## src/include/ooo_config.svh

```systemverilog
`ifndef OOO_CONFIG_SVH
`define OOO_CONFIG_SVH

// Datapath widths
`define OOO_DATA_W     32
`define OOO_INSTR_W    32

// 16 architectural registers
`define OOO_REG_ADDR_W 4

// Rename tags index the reorder buffer, so TAG_W is log2 of its depth
`define OOO_ROB_DEPTH  8
`define OOO_TAG_W      3

// ALU reservation station entries
`define OOO_RS_DEPTH   4

`endif

```

## src/hdl/ooo_pkg.sv

```systemverilog
`default_nettype none

`include "ooo_config.svh"

package ooo_pkg;

   // Opcode field, instruction bits 31:26
   typedef enum logic [5:0] {
      OP_NOP  = 6'd0,
      OP_ADD  = 6'd1,
      OP_SUB  = 6'd2,
      OP_AND  = 6'd3,
      OP_OR   = 6'd4,
      OP_XOR  = 6'd5,
      OP_ADDI = 6'd6,
      OP_SUBI = 6'd7,
      OP_SETI = 6'd8
   } opcode_t;

   typedef logic [`OOO_DATA_W-1:0]     data_t;
   typedef logic [`OOO_INSTR_W-1:0]    instr_t;
   typedef logic [`OOO_REG_ADDR_W-1:0] reg_addr_t;

   // Reorder-buffer slot, doubles as the rename tag
   typedef logic [`OOO_TAG_W-1:0]      tag_t;

endpackage

`default_nettype wire

```

## src/hdl/ooo_ifs.sv

```systemverilog
`default_nettype none

// New entry for the reservation station
interface dispatch_if;
   logic             valid;
   ooo_pkg::tag_t    tag;
   ooo_pkg::opcode_t op;
   ooo_pkg::data_t   value_a;
   ooo_pkg::data_t   value_b;
   logic             ready_a;
   logic             ready_b;
   ooo_pkg::tag_t    wait_tag_a;
   ooo_pkg::tag_t    wait_tag_b;
   logic             full;

   modport source (output valid, tag, op, value_a, value_b, ready_a, ready_b,
                   output wait_tag_a, wait_tag_b, input full);
   modport station (input valid, tag, op, value_a, value_b, ready_a, ready_b,
                    input wait_tag_a, wait_tag_b, output full);
endinterface

// In-order register write from the reorder buffer
interface commit_if;
   logic               valid;
   ooo_pkg::tag_t      tag;
   ooo_pkg::reg_addr_t dst;
   ooo_pkg::data_t     data;

   modport source (output valid, tag, dst, data);
   modport sink (input valid, tag, dst, data);
endinterface

// Operand lookup and slot allocation
interface rob_lookup_if;
   ooo_pkg::tag_t  tag_a;
   ooo_pkg::tag_t  tag_b;
   ooo_pkg::data_t data_a;
   ooo_pkg::data_t data_b;
   logic           done_a;
   logic           done_b;
   ooo_pkg::tag_t  free_tag;
   logic           full;

   modport dispatcher (output tag_a, tag_b, input data_a, data_b, done_a, done_b,
                       input free_tag, full);
   modport buffer (input tag_a, tag_b, output data_a, data_b, done_a, done_b,
                   output free_tag, full);
endinterface

`default_nettype wire

```

## src/hdl/alu_station.sv

```systemverilog
`default_nettype none

`include "ooo_config.svh"

module alu_station (
   input  wire              clk,
   input  wire              i_rst,
   dispatch_if.station      dsp,
   output logic             o_cdb_valid,
   output ooo_pkg::tag_t    o_cdb_tag,
   output ooo_pkg::data_t   o_cdb_data
);

   localparam int DEPTH = `OOO_RS_DEPTH;
   localparam int IDX_W = $clog2(DEPTH);

   logic [DEPTH-1:0]  valid;
   ooo_pkg::opcode_t  op     [DEPTH];
   ooo_pkg::tag_t     tag    [DEPTH];
   ooo_pkg::data_t    val_a  [DEPTH];
   ooo_pkg::data_t    val_b  [DEPTH];
   logic [DEPTH-1:0]  rdy_a;
   logic [DEPTH-1:0]  rdy_b;
   ooo_pkg::tag_t     wait_a [DEPTH];
   ooo_pkg::tag_t     wait_b [DEPTH];
   // Zero is the oldest live entry
   logic [IDX_W-1:0]  age    [DEPTH];

   logic              sel_valid;
   logic [IDX_W-1:0]  sel;
   logic [IDX_W-1:0]  wr_idx;
   logic [IDX_W:0]    n_valid;
   ooo_pkg::data_t    result;

   assign dsp.full = &valid;

   always_comb begin
      sel_valid = 1'b0;
      sel       = '0;
      wr_idx    = '0;
      n_valid   = '0;
      for (int i = DEPTH - 1; i >= 0; i--) begin
         if (!valid[i]) begin
            wr_idx = IDX_W'(i);
         end
      end
      for (int i = 0; i < DEPTH; i++) begin
         n_valid = n_valid + valid[i];
         if (valid[i] && rdy_a[i] && rdy_b[i] && (!sel_valid || age[i] < age[sel])) begin
            sel_valid = 1'b1;
            sel       = IDX_W'(i);
         end
      end
   end

   always_comb begin
      case (op[sel])
         ooo_pkg::OP_ADD, ooo_pkg::OP_ADDI: result = val_a[sel] + val_b[sel];
         ooo_pkg::OP_SUB, ooo_pkg::OP_SUBI: result = val_a[sel] - val_b[sel];
         ooo_pkg::OP_AND:                   result = val_a[sel] & val_b[sel];
         ooo_pkg::OP_OR:                    result = val_a[sel] | val_b[sel];
         ooo_pkg::OP_XOR:                   result = val_a[sel] ^ val_b[sel];
         ooo_pkg::OP_SETI:                  result = val_b[sel];
         default:                           result = '0;
      endcase
   end

   always_ff @(posedge clk) begin
      if (i_rst) begin
         valid       <= '0;
         o_cdb_valid <= 1'b0;
      end else begin
         if (sel_valid) begin
            valid[sel] <= 1'b0;
         end
         if (dsp.valid) begin
            valid[wr_idx] <= 1'b1;
         end
         o_cdb_valid <= sel_valid;
      end
   end

   always_ff @(posedge clk) begin
      for (int i = 0; i < DEPTH; i++) begin
         // Snoop our own bus output for waiting operands
         if (o_cdb_valid && valid[i] && !rdy_a[i] && wait_a[i] == o_cdb_tag) begin
            val_a[i] <= o_cdb_data;
            rdy_a[i] <= 1'b1;
         end
         if (o_cdb_valid && valid[i] && !rdy_b[i] && wait_b[i] == o_cdb_tag) begin
            val_b[i] <= o_cdb_data;
            rdy_b[i] <= 1'b1;
         end
         if (sel_valid && valid[i] && age[i] > age[sel]) begin
            age[i] <= age[i] - 1'b1;
         end
      end
      if (dsp.valid) begin
         op[wr_idx]     <= dsp.op;
         tag[wr_idx]    <= dsp.tag;
         val_a[wr_idx]  <= dsp.value_a;
         val_b[wr_idx]  <= dsp.value_b;
         rdy_a[wr_idx]  <= dsp.ready_a;
         rdy_b[wr_idx]  <= dsp.ready_b;
         wait_a[wr_idx] <= dsp.wait_tag_a;
         wait_b[wr_idx] <= dsp.wait_tag_b;
         age[wr_idx]    <= IDX_W'(n_valid - sel_valid);
      end
      o_cdb_tag  <= tag[sel];
      o_cdb_data <= result;
   end

   a_no_write_when_full: assert property (
      @(posedge clk) disable iff (i_rst) dsp.valid |-> !dsp.full);

endmodule

`default_nettype wire

```

## src/hdl/dispatch_unit.sv

```systemverilog
`default_nettype none

module dispatch_unit (
   input  wire                     clk,
   input  wire                     i_rst,
   input  wire                     i_instr_valid,
   input  wire ooo_pkg::instr_t    i_instr,
   output logic                    o_instr_ready,
   output logic                    o_rsv_valid,
   output ooo_pkg::reg_addr_t      o_rsv_dst,
   output ooo_pkg::tag_t           o_rsv_tag,
   output ooo_pkg::reg_addr_t      o_rd_addr_a,
   output ooo_pkg::reg_addr_t      o_rd_addr_b,
   input  wire ooo_pkg::data_t     i_rd_value_a,
   input  wire ooo_pkg::data_t     i_rd_value_b,
   input  wire                     i_rd_busy_a,
   input  wire                     i_rd_busy_b,
   input  wire ooo_pkg::tag_t      i_rd_tag_a,
   input  wire ooo_pkg::tag_t      i_rd_tag_b,
   input  wire                     i_cdb_valid,
   input  wire ooo_pkg::tag_t      i_cdb_tag,
   input  wire ooo_pkg::data_t     i_cdb_data,
   rob_lookup_if.dispatcher        lookup,
   dispatch_if.source              dsp
);

   ooo_pkg::opcode_t op;
   ooo_pkg::data_t   src_a;
   ooo_pkg::data_t   src_b;
   logic             src_a_ok;
   logic             src_b_ok;
   logic             run_q;
   logic             accept;

   // Register file, then a finished ROB entry, then this cycle's bus result
   function automatic void pick_operand(
      input  ooo_pkg::data_t reg_value,
      input  logic           busy,
      input  ooo_pkg::tag_t  tag,
      input  ooo_pkg::data_t rob_data,
      input  logic           rob_done,
      output ooo_pkg::data_t value,
      output logic           ready
   );
      value = reg_value;
      ready = 1'b1;
      if (busy) begin
         if (rob_done) begin
            value = rob_data;
         end else if (i_cdb_valid && i_cdb_tag == tag) begin
            value = i_cdb_data;
         end else begin
            ready = 1'b0;
         end
      end
   endfunction

   // Holds the input off until the cycle after reset
   always_ff @(posedge clk) begin
      if (i_rst) begin
         run_q <= 1'b0;
      end else begin
         run_q <= 1'b1;
      end
   end

   assign op            = ooo_pkg::opcode_t'(i_instr[31:26]);
   assign o_rd_addr_a   = i_instr[19:16];
   assign o_rd_addr_b   = i_instr[15:12];
   assign lookup.tag_a  = i_rd_tag_a;
   assign lookup.tag_b  = i_rd_tag_b;

   assign o_instr_ready = run_q && !lookup.full && !dsp.full;
   assign accept        = i_instr_valid && o_instr_ready;

   // NOP is consumed here and reserves nothing
   assign o_rsv_valid   = accept && op != ooo_pkg::OP_NOP;
   assign o_rsv_dst     = i_instr[23:20];
   assign o_rsv_tag     = lookup.free_tag;

   assign dsp.valid      = o_rsv_valid;
   assign dsp.tag        = lookup.free_tag;
   assign dsp.op         = op;
   assign dsp.wait_tag_a = i_rd_tag_a;
   assign dsp.wait_tag_b = i_rd_tag_b;

   always_comb begin
      pick_operand(i_rd_value_a, i_rd_busy_a, i_rd_tag_a, lookup.data_a, lookup.done_a,
                   src_a, src_a_ok);
      pick_operand(i_rd_value_b, i_rd_busy_b, i_rd_tag_b, lookup.data_b, lookup.done_b,
                   src_b, src_b_ok);
   end

   always_comb begin
      dsp.value_a = src_a;
      dsp.ready_a = src_a_ok;
      dsp.value_b = src_b;
      dsp.ready_b = src_b_ok;
      case (op)
         ooo_pkg::OP_ADDI, ooo_pkg::OP_SUBI: begin
            dsp.value_b = ooo_pkg::data_t'(signed'(i_instr[15:0]));
            dsp.ready_b = 1'b1;
         end
         ooo_pkg::OP_SETI: begin
            // No register source at all
            dsp.value_b = ooo_pkg::data_t'(i_instr[15:0]);
            dsp.ready_a = 1'b1;
            dsp.ready_b = 1'b1;
         end
         default: begin
         end
      endcase
   end

   // A waiting operand names a slot in flight, never the one being allocated
   a_wait_tag_in_flight: assert property (
      @(posedge clk) disable iff (i_rst)
      dsp.valid |-> (dsp.ready_a || dsp.wait_tag_a != dsp.tag) &&
                    (dsp.ready_b || dsp.wait_tag_b != dsp.tag));

endmodule

`default_nettype wire

```

## src/hdl/ooo_core.sv

```systemverilog
`default_nettype none

module ooo_core (
   input  wire                     clk,
   input  wire                     i_rst,
   input  wire                     i_instr_valid,
   input  wire ooo_pkg::instr_t    i_instr,
   output logic                    o_instr_ready,
   output logic                    o_commit_valid,
   output ooo_pkg::reg_addr_t      o_commit_reg,
   output ooo_pkg::data_t          o_commit_data
);

   logic               rsv_valid;
   ooo_pkg::reg_addr_t rsv_dst;
   ooo_pkg::tag_t      rsv_tag;

   ooo_pkg::reg_addr_t rd_addr_a;
   ooo_pkg::reg_addr_t rd_addr_b;
   ooo_pkg::data_t     rd_value_a;
   ooo_pkg::data_t     rd_value_b;
   logic               rd_busy_a;
   logic               rd_busy_b;
   ooo_pkg::tag_t      rd_tag_a;
   ooo_pkg::tag_t      rd_tag_b;

   // Common data bus, single producer
   logic               cdb_valid;
   ooo_pkg::tag_t      cdb_tag;
   ooo_pkg::data_t     cdb_data;

   dispatch_if   dsp ();
   commit_if     cmt ();
   rob_lookup_if lkp ();

   assign o_commit_valid = cmt.valid;
   assign o_commit_reg   = cmt.dst;
   assign o_commit_data  = cmt.data;

   dispatch_unit dispatch_inst (
      .clk           (clk),
      .i_rst         (i_rst),
      .i_instr_valid (i_instr_valid),
      .i_instr       (i_instr),
      .o_instr_ready (o_instr_ready),
      .o_rsv_valid   (rsv_valid),
      .o_rsv_dst     (rsv_dst),
      .o_rsv_tag     (rsv_tag),
      .o_rd_addr_a   (rd_addr_a),
      .o_rd_addr_b   (rd_addr_b),
      .i_rd_value_a  (rd_value_a),
      .i_rd_value_b  (rd_value_b),
      .i_rd_busy_a   (rd_busy_a),
      .i_rd_busy_b   (rd_busy_b),
      .i_rd_tag_a    (rd_tag_a),
      .i_rd_tag_b    (rd_tag_b),
      .i_cdb_valid   (cdb_valid),
      .i_cdb_tag     (cdb_tag),
      .i_cdb_data    (cdb_data),
      .lookup        (lkp),
      .dsp           (dsp)
   );

   register_file reg_inst (
      .clk          (clk),
      .i_rst        (i_rst),
      .i_rsv_valid  (rsv_valid),
      .i_rsv_dst    (rsv_dst),
      .i_rsv_tag    (rsv_tag),
      .i_rd_addr_a  (rd_addr_a),
      .i_rd_addr_b  (rd_addr_b),
      .o_rd_value_a (rd_value_a),
      .o_rd_value_b (rd_value_b),
      .o_rd_busy_a  (rd_busy_a),
      .o_rd_busy_b  (rd_busy_b),
      .o_rd_tag_a   (rd_tag_a),
      .o_rd_tag_b   (rd_tag_b),
      .commit       (cmt)
   );

   // Allocation rides on the register reservation
   reorder_buffer rob_inst (
      .clk         (clk),
      .i_rst       (i_rst),
      .i_alloc     (rsv_valid),
      .i_alloc_dst (rsv_dst),
      .i_cdb_valid (cdb_valid),
      .i_cdb_tag   (cdb_tag),
      .i_cdb_data  (cdb_data),
      .lookup      (lkp),
      .commit      (cmt)
   );

   alu_station alu_inst (
      .clk        (clk),
      .i_rst      (i_rst),
      .dsp        (dsp),
      .o_cdb_valid(cdb_valid),
      .o_cdb_tag  (cdb_tag),
      .o_cdb_data (cdb_data)
   );

endmodule

`default_nettype wire

```

## src/hdl/register_file.sv

```systemverilog
`default_nettype none

`include "ooo_config.svh"

module register_file (
   input  wire                     clk,
   input  wire                     i_rst,
   input  wire                     i_rsv_valid,
   input  wire ooo_pkg::reg_addr_t i_rsv_dst,
   input  wire ooo_pkg::tag_t      i_rsv_tag,
   input  wire ooo_pkg::reg_addr_t i_rd_addr_a,
   input  wire ooo_pkg::reg_addr_t i_rd_addr_b,
   output ooo_pkg::data_t          o_rd_value_a,
   output ooo_pkg::data_t          o_rd_value_b,
   output logic                    o_rd_busy_a,
   output logic                    o_rd_busy_b,
   output ooo_pkg::tag_t           o_rd_tag_a,
   output ooo_pkg::tag_t           o_rd_tag_b,
   commit_if.sink                  commit
);

   localparam int N_REGS = 2 ** `OOO_REG_ADDR_W;

   ooo_pkg::data_t    value [N_REGS];
   ooo_pkg::tag_t     tag   [N_REGS];
   logic [N_REGS-1:0] busy;

   assign o_rd_value_a = value[i_rd_addr_a];
   assign o_rd_value_b = value[i_rd_addr_b];
   assign o_rd_busy_a  = busy[i_rd_addr_a];
   assign o_rd_busy_b  = busy[i_rd_addr_b];
   assign o_rd_tag_a   = tag[i_rd_addr_a];
   assign o_rd_tag_b   = tag[i_rd_addr_b];

   always_ff @(posedge clk) begin
      if (i_rst) begin
         busy <= '0;
         for (int i = 0; i < N_REGS; i++) begin
            value[i] <= '0;
         end
      end else begin
         if (commit.valid) begin
            value[commit.dst] <= commit.data;
            // A younger rename keeps the register busy
            if (tag[commit.dst] == commit.tag) begin
               busy[commit.dst] <= 1'b0;
            end
         end
         if (i_rsv_valid) begin
            busy[i_rsv_dst] <= 1'b1;
         end
      end
   end

   always_ff @(posedge clk) begin
      if (i_rsv_valid) begin
         tag[i_rsv_dst] <= i_rsv_tag;
      end
   end

endmodule

`default_nettype wire

```

## src/hdl/reorder_buffer.sv

```systemverilog
`default_nettype none

`include "ooo_config.svh"

module reorder_buffer (
   input  wire                     clk,
   input  wire                     i_rst,
   input  wire                     i_alloc,
   input  wire ooo_pkg::reg_addr_t i_alloc_dst,
   input  wire                     i_cdb_valid,
   input  wire ooo_pkg::tag_t      i_cdb_tag,
   input  wire ooo_pkg::data_t     i_cdb_data,
   rob_lookup_if.buffer            lookup,
   commit_if.source                commit
);

   localparam int DEPTH = `OOO_ROB_DEPTH;

   logic [DEPTH-1:0]       valid;
   logic [DEPTH-1:0]       done;
   ooo_pkg::reg_addr_t     dst  [DEPTH];
   ooo_pkg::data_t         data [DEPTH];

   ooo_pkg::tag_t          head;
   ooo_pkg::tag_t          tail;
   logic [`OOO_TAG_W:0]    count;
   logic                   retire;

   assign retire = valid[head] && done[head];

   assign lookup.free_tag = tail;
   assign lookup.full     = count == (`OOO_TAG_W + 1)'(DEPTH);
   assign lookup.data_a   = data[lookup.tag_a];
   assign lookup.data_b   = data[lookup.tag_b];
   assign lookup.done_a   = valid[lookup.tag_a] && done[lookup.tag_a];
   assign lookup.done_b   = valid[lookup.tag_b] && done[lookup.tag_b];

   // Head commits the cycle after it is marked done
   assign commit.valid = retire;
   assign commit.tag   = head;
   assign commit.dst   = dst[head];
   assign commit.data  = data[head];

   always_ff @(posedge clk) begin
      if (i_rst) begin
         valid <= '0;
         done  <= '0;
         head  <= '0;
         tail  <= '0;
         count <= '0;
      end else begin
         if (i_alloc) begin
            valid[tail] <= 1'b1;
            done[tail]  <= 1'b0;
            tail        <= tail + 1'b1;
         end
         if (i_cdb_valid) begin
            done[i_cdb_tag] <= 1'b1;
         end
         if (retire) begin
            valid[head] <= 1'b0;
            head        <= head + 1'b1;
         end
         case ({i_alloc, retire})
            2'b10:   count <= count + 1'b1;
            2'b01:   count <= count - 1'b1;
            default: count <= count;
         endcase
      end
   end

   always_ff @(posedge clk) begin
      if (i_alloc) begin
         dst[tail] <= i_alloc_dst;
      end
      if (i_cdb_valid) begin
         data[i_cdb_tag] <= i_cdb_data;
      end
   end

   a_no_alloc_when_full: assert property (
      @(posedge clk) disable iff (i_rst) i_alloc |-> !lookup.full);

   // Every broadcast result belongs to a live slot still in flight
   a_cdb_hits_pending: assert property (
      @(posedge clk) disable iff (i_rst) i_cdb_valid |-> valid[i_cdb_tag] && !done[i_cdb_tag]);

endmodule

`default_nettype wire

```

## config.mk

```make
export PLATFORM = sky130hd
export DESIGN_NAME = ooo_core
export DESIGN_NICKNAME = d
export VERILOG_FILES = /design/src/hdl/ooo_pkg.sv /design/src/hdl/ooo_ifs.sv /design/src/hdl/alu_station.sv /design/src/hdl/dispatch_unit.sv /design/src/hdl/ooo_core.sv /design/src/hdl/register_file.sv /design/src/hdl/reorder_buffer.sv
export VERILOG_INCLUDE_DIRS = /design/src /design/src/include
export SDC_FILE = /design/constraint.sdc
export NUM_CORES = 2
export LEC_CHECK = 0
export BUFFER_PORTS_ARGS = -buffer_cell sky130_fd_sc_hd__buf_2
export CAP_MARGIN = 20
export CELL_PAD_IN_SITES_DETAIL_PLACEMENT = 1
export CELL_PAD_IN_SITES_GLOBAL_PLACEMENT = 2
export CORE_ASPECT_RATIO = 0.75
export CORE_MARGIN = 2
export CORE_UTILIZATION = 45
export CTS_CLUSTER_SIZE = 10
export DETAILED_ROUTE_END_ITERATION = 12
export GPL_TIMING_DRIVEN = 1
export PLACE_DENSITY = 0.74
export SLEW_MARGIN = 20
export SYNTH_ARGS = -nofsm -noshare
export SYNTH_HDL_FRONTEND = slang
export SYNTH_HIERARCHICAL = 1
export SYNTH_SLANG_ARGS = --single-unit
```

## constraint.sdc

```tcl
create_clock -name clk -period 26.8 [get_ports clk]
set_input_delay 1.34 -clock clk [delete_from_list [all_inputs] [get_ports clk]]
set_output_delay 1.34 -clock clk [all_outputs]
set_load 0.005 [all_outputs]
```

==> metrics.md <==
| Metric | Value |
|---|---|
| Root buffer cell | `clkbuf_16` |
| Worst R2R Start | `alu_inst/valid[0]` |
| Clock Path Buffers | `3` |
| Worst Path Arrival | `approximately 11 ns` |
| Slew Viols, Final | `0` |
| Net Switching | `around 1.2 mW` |
| Postcts setup bufs | `0` |
| Setup CP Type | `reg2reg` |
| Hold path endpoint | `alu_inst/o_cdb_tag[1]` |
| Number of synthesized flops with an enable pin | `between 1000 and 1500` |
| Routed vias/inst | `roughly 6.5` |
| Die width | `roughly 460 um` |
| Vias in the first global route | `a little under 50000` |
| Final WS setup | `16.26 ns` |
| Reg2reg setup slack | `between 15 and 20 ns` |
| Maximum number of pins on one net before global-route repair | `97` |
| Pre-CTS setup slack | `roughly 16 ns` |
| P&R area growth vs syn | `9.21%` |
| Fillers | `between 15000 and 20000` |
| Worst-path maximum fanout | `between 50 and 60` |
| Depth of the CTS H-tree | `4` |
| Avg WL per Cell | `approximately 33 um` |
| TritonCTS clock tree | `done` |
| Power share of the clock group | `0.399` |
| Critical R2R Capture | `alu_inst/o_cdb_data[30]` |
| CTS Hold Buffers Added | `0` |
| DRT antenna net count | `0` |
| Crit path launch type | `flop` |
| Setup TNS | `0 ns` |
| IO Port Bufs | `70` |
| Ys Warns | `6` |
| Post-route minimum period | `~11 ns` |
| Clk sinks | `1266` |
| Outcome | `finished, final reports clean` |
| Int Pwr | `about 3.5 mW` |
| Max Clock Skew | `0.0360 ns` |
| Placed cell count | `about 7100` |
| Top FF cell, synth | `edfxtp_1` |
| Tot Pwr | `4.65 mW` |
| Seq/Total Area, Yosys | `0.527` |
| Net Count, Synth | `5382` |
| Worst-margin pin slew | `around 1.1 ns` |
| Slew headroom | `0.275` |
| Final RePlAce weighted congestion | `approximately 0.79` |
| FF+latch area | `37100 um^2` |
| Syn Area/Cell | `~13 um^2` |
| Max frequency | `between 0.09 and 0.1 GHz` |
| Via count | `around 47000` |
| Min Hold Slack | `between 0.4 and 0.5 ns` |
| Clock-pin transition on the worst setup and hold timing paths | `~0.06 ns` |
| Synth Cell Area | `~70000 um^2` |
| GRT Util Overall | `0.297` |
| Synth cell types | `between 90 and 100` |
| First-pass DRT Iterations | `6` |
| Layout Nets | `about 5300` |
| Number of remaining DRC errors | `0` |
| DIE AREA | `about 160000 um^2` |
| Power share of the sequential group | `0.483` |
| #FFs+latches synth | `1266` |
| Sw Share | `0.255` |
| Detailed-placement wirelength estimate | `approximately 140000 um` |
| Ys async rst share | `0` |
| GRT overflow | `0` |
| Hold Crit Class | `reg2reg` |
| Post-route cell area | `just under 80000 um^2` |
| Peak VDD IR | `71.3 uV` |
| Row count | `between 100 and 150` |
| Pleak | `28.0 nW` |
| Global-route wire length before repair | `343000 um` |
| Combinational fraction of design power | `0.118` |
| Fin crit share | `0.393` |
| TritonCTS Buffers | `around 150` |
| Element type at the critical path end | `flop` |
| Core Util, Final | `0.496` |
| Max-Cap Viols | `0` |
| Initial Utilization | `0.454` |
| CP max stage delay | `~0.65 ns` |
| Most frequent CP cell | `nor2_1` |
| Post-Synthesis Cells | `roughly 5200` |
| Core area | `155000 um^2` |
| Hold depth | `2` |
| Worst Min Path Start | `alu_inst/tag[3][1]` |
| Endpoints failing hold | `0` |
| Die height | `347 um` |
| RSZ-0062 raised after global routing | `false` |
| Pwr Density | `60.5 nW/um^2` |
| Post-DP Area | `about 73000 um^2` |
| Share of cells above drive strength 1 | `0.227` |
| R2R depth | `33` |
| Worst path required time | `roughly 27 ns` |
| Cts repair resizes | `0` |
| Final setup violation count | `0` |
| Starting DRT DRC Count | `5255` |
| Final non-filler cell total | `around 7300` |
| Multi-input gate area | `approximately 31000 um^2` |
| Initial antenna violation count | `10` |
| Skew-Pair Late Insertion Delay | `~0.81 ns` |
| Total Routed Length | `around 240000 um` |
| Worst path slowest cell | `buf_4` |
| I/O pin total | `73` |
synth_stat cells, drive strengths merged, types with 30 or more instances:
cell type / instances / area share
and2: 518 / 0.046
a211oi: 57 / 0.0066
dfxtp: 94 / 0.027
nand3: 129 / 0.0093
nor2: 217 / 0.012
nand2: 743 / 0.040
o21a: 37 / 0.0041
buf: 168 / 0.015
mux2: 106 / 0.017
a221oi: 32 / 0.0053
o21ai: 65 / 0.0050
nand4b: 33 / 0.0041
xor2: 36 / 0.0046
inv: 99 / 0.0053
nand3b: 37 / 0.0039
o22ai: 30 / 0.0029
a21oi: 167 / 0.013
nor2b: 44 / 0.0039
a31oi: 43 / 0.0038
nor3: 40 / 0.0032
edfxtp: 1172 / 0.50
ha: 115 / 0.020
mux2i: 84 / 0.012
clkbuf: 270 / 0.014
xnor2: 65 / 0.0081
mux4: 572 / 0.18
kinds of logic after synthesis:
kind of cell,Yosys count,share of synthesized area
AND/OR/NAND/NOR,1864,0.133
flip-flops,1266,0.527
multiplexers,762,0.212
AO/OA/AOI/OAI,583,0.0600
buffers and inverters,537,0.0345
adder cells (fa/ha/maj),117,0.0210
XOR/XNOR,101,0.0127
layout make-up:
cell class | instances | area share
diodes | 2 | 0.0000651
clock buffers | 200 | 0.0522
clock inverters | 14 | 0.00192
inverters | 99 | 0.00490
multi-input cells | 3427 | 0.408
flip-flops and latches | 1266 | 0.482
well taps | 2095 | 0.0341
repair buffers | 185 | 0.0168
power groups by stage:
stage	clock network, mW	registers, mW	logic [mW]
finish	1.85	2.25	0.549
global route	1.95	2.25	0.588
CTS	1.88	2.25	0.552
detailed placement	0	2.29	0.549
global placement	0	2.28	0.539
floorplan	0	2.27	0.377
how the worst max path moves through the flow:
| stage | start | endpoint | slack, ns | cells past startpoint |
|---|---|---|---|---|
| CTS | alu_inst/valid[0] | alu_inst/o_cdb_data[30] | 16.42 | 33 |
| detailed placement | alu_inst/valid[0] | alu_inst/o_cdb_data[30] | 16.48 | 33 |
| floorplan | alu_inst/age[1][1] | alu_inst/o_cdb_data[30] | 17.68 | 42 |
| global route | alu_inst/valid[0] | alu_inst/o_cdb_data[30] | 15.50 | 33 |
| global placement | alu_inst/valid[0] | alu_inst/o_cdb_data[30] | 16.59 | 33 |
| finish | alu_inst/valid[0] | alu_inst/o_cdb_data[30] | 16.26 | 33 |
routing by layer:
metal  global-route usage  vias up  wire (um)
met4               0.0849        0       6490
met1                0.442    25000     105000
met5                    0        -          0
met2                0.450     2100     106000
met3               0.0486      356      19500
li1                     -    19600          -
state kept, by name, indices dropped and copies added (netlist names), 3 cells and up, named ones only:
register and flops:
alu_inst/val_b 128, rob_inst/done 8, rob_inst/dst 32, alu_inst/valid 4, alu_inst/o_cdb_tag 3, alu_inst/val_a 128, rob_inst/count 4, rob_inst/commit.tag 3
alu_inst/age 8, alu_inst/wait_a 12, rob_inst/valid 8, alu_inst/wait_b 12, reg_inst/tag 48, reg_inst/busy 16, alu_inst/op 24, rob_inst/data 256
rob_inst/lookup.free_tag 3, alu_inst/rdy_a 4, alu_inst/rdy_b 4, alu_inst/o_cdb_data 32, reg_inst/value 512, alu_inst/tag 12
critical path: cells and delay by family, from the launching register on:
| kind | cells | cell delay [ns] |
|---|---|---|
| AO/OA/AOI/OAI | 11 | 3.27 |
| flip-flops | 1 | 0.62 |
| adder cells (fa/ha/maj) | 3 | 0.83 |
| multiplexers | 1 | 0.13 |
| AND/OR/NAND/NOR | 13 | 3.35 |
| XOR/XNOR | 2 | 0.31 |
| buffers and inverters | 3 | 1.78 |
cells in the final DEF (no fill, tap or decap), types with 33 or more instances in the layout:
master and count:
edfxtp_1 1172, nand2_1 741, mux4_2 560, and2_1 517
nor2_1 194, clkbuf_16 152, a21oi_1 147, nand3_1 127
ha_1 115, buf_4 114, mux2_2 105, dfxtp_1 90
inv_1 87, mux2i_1 84, xnor2_1 65, buf_2 64
a211oi_1 49, o21ai_0 49, clkbuf_1 45, nor2b_1 44
a31oi_1 43, nand3b_1 37, o21a_1 36, xor2_1 35
nand4b_1 33
Note: power is estimated with default switching activity, not from simulation.
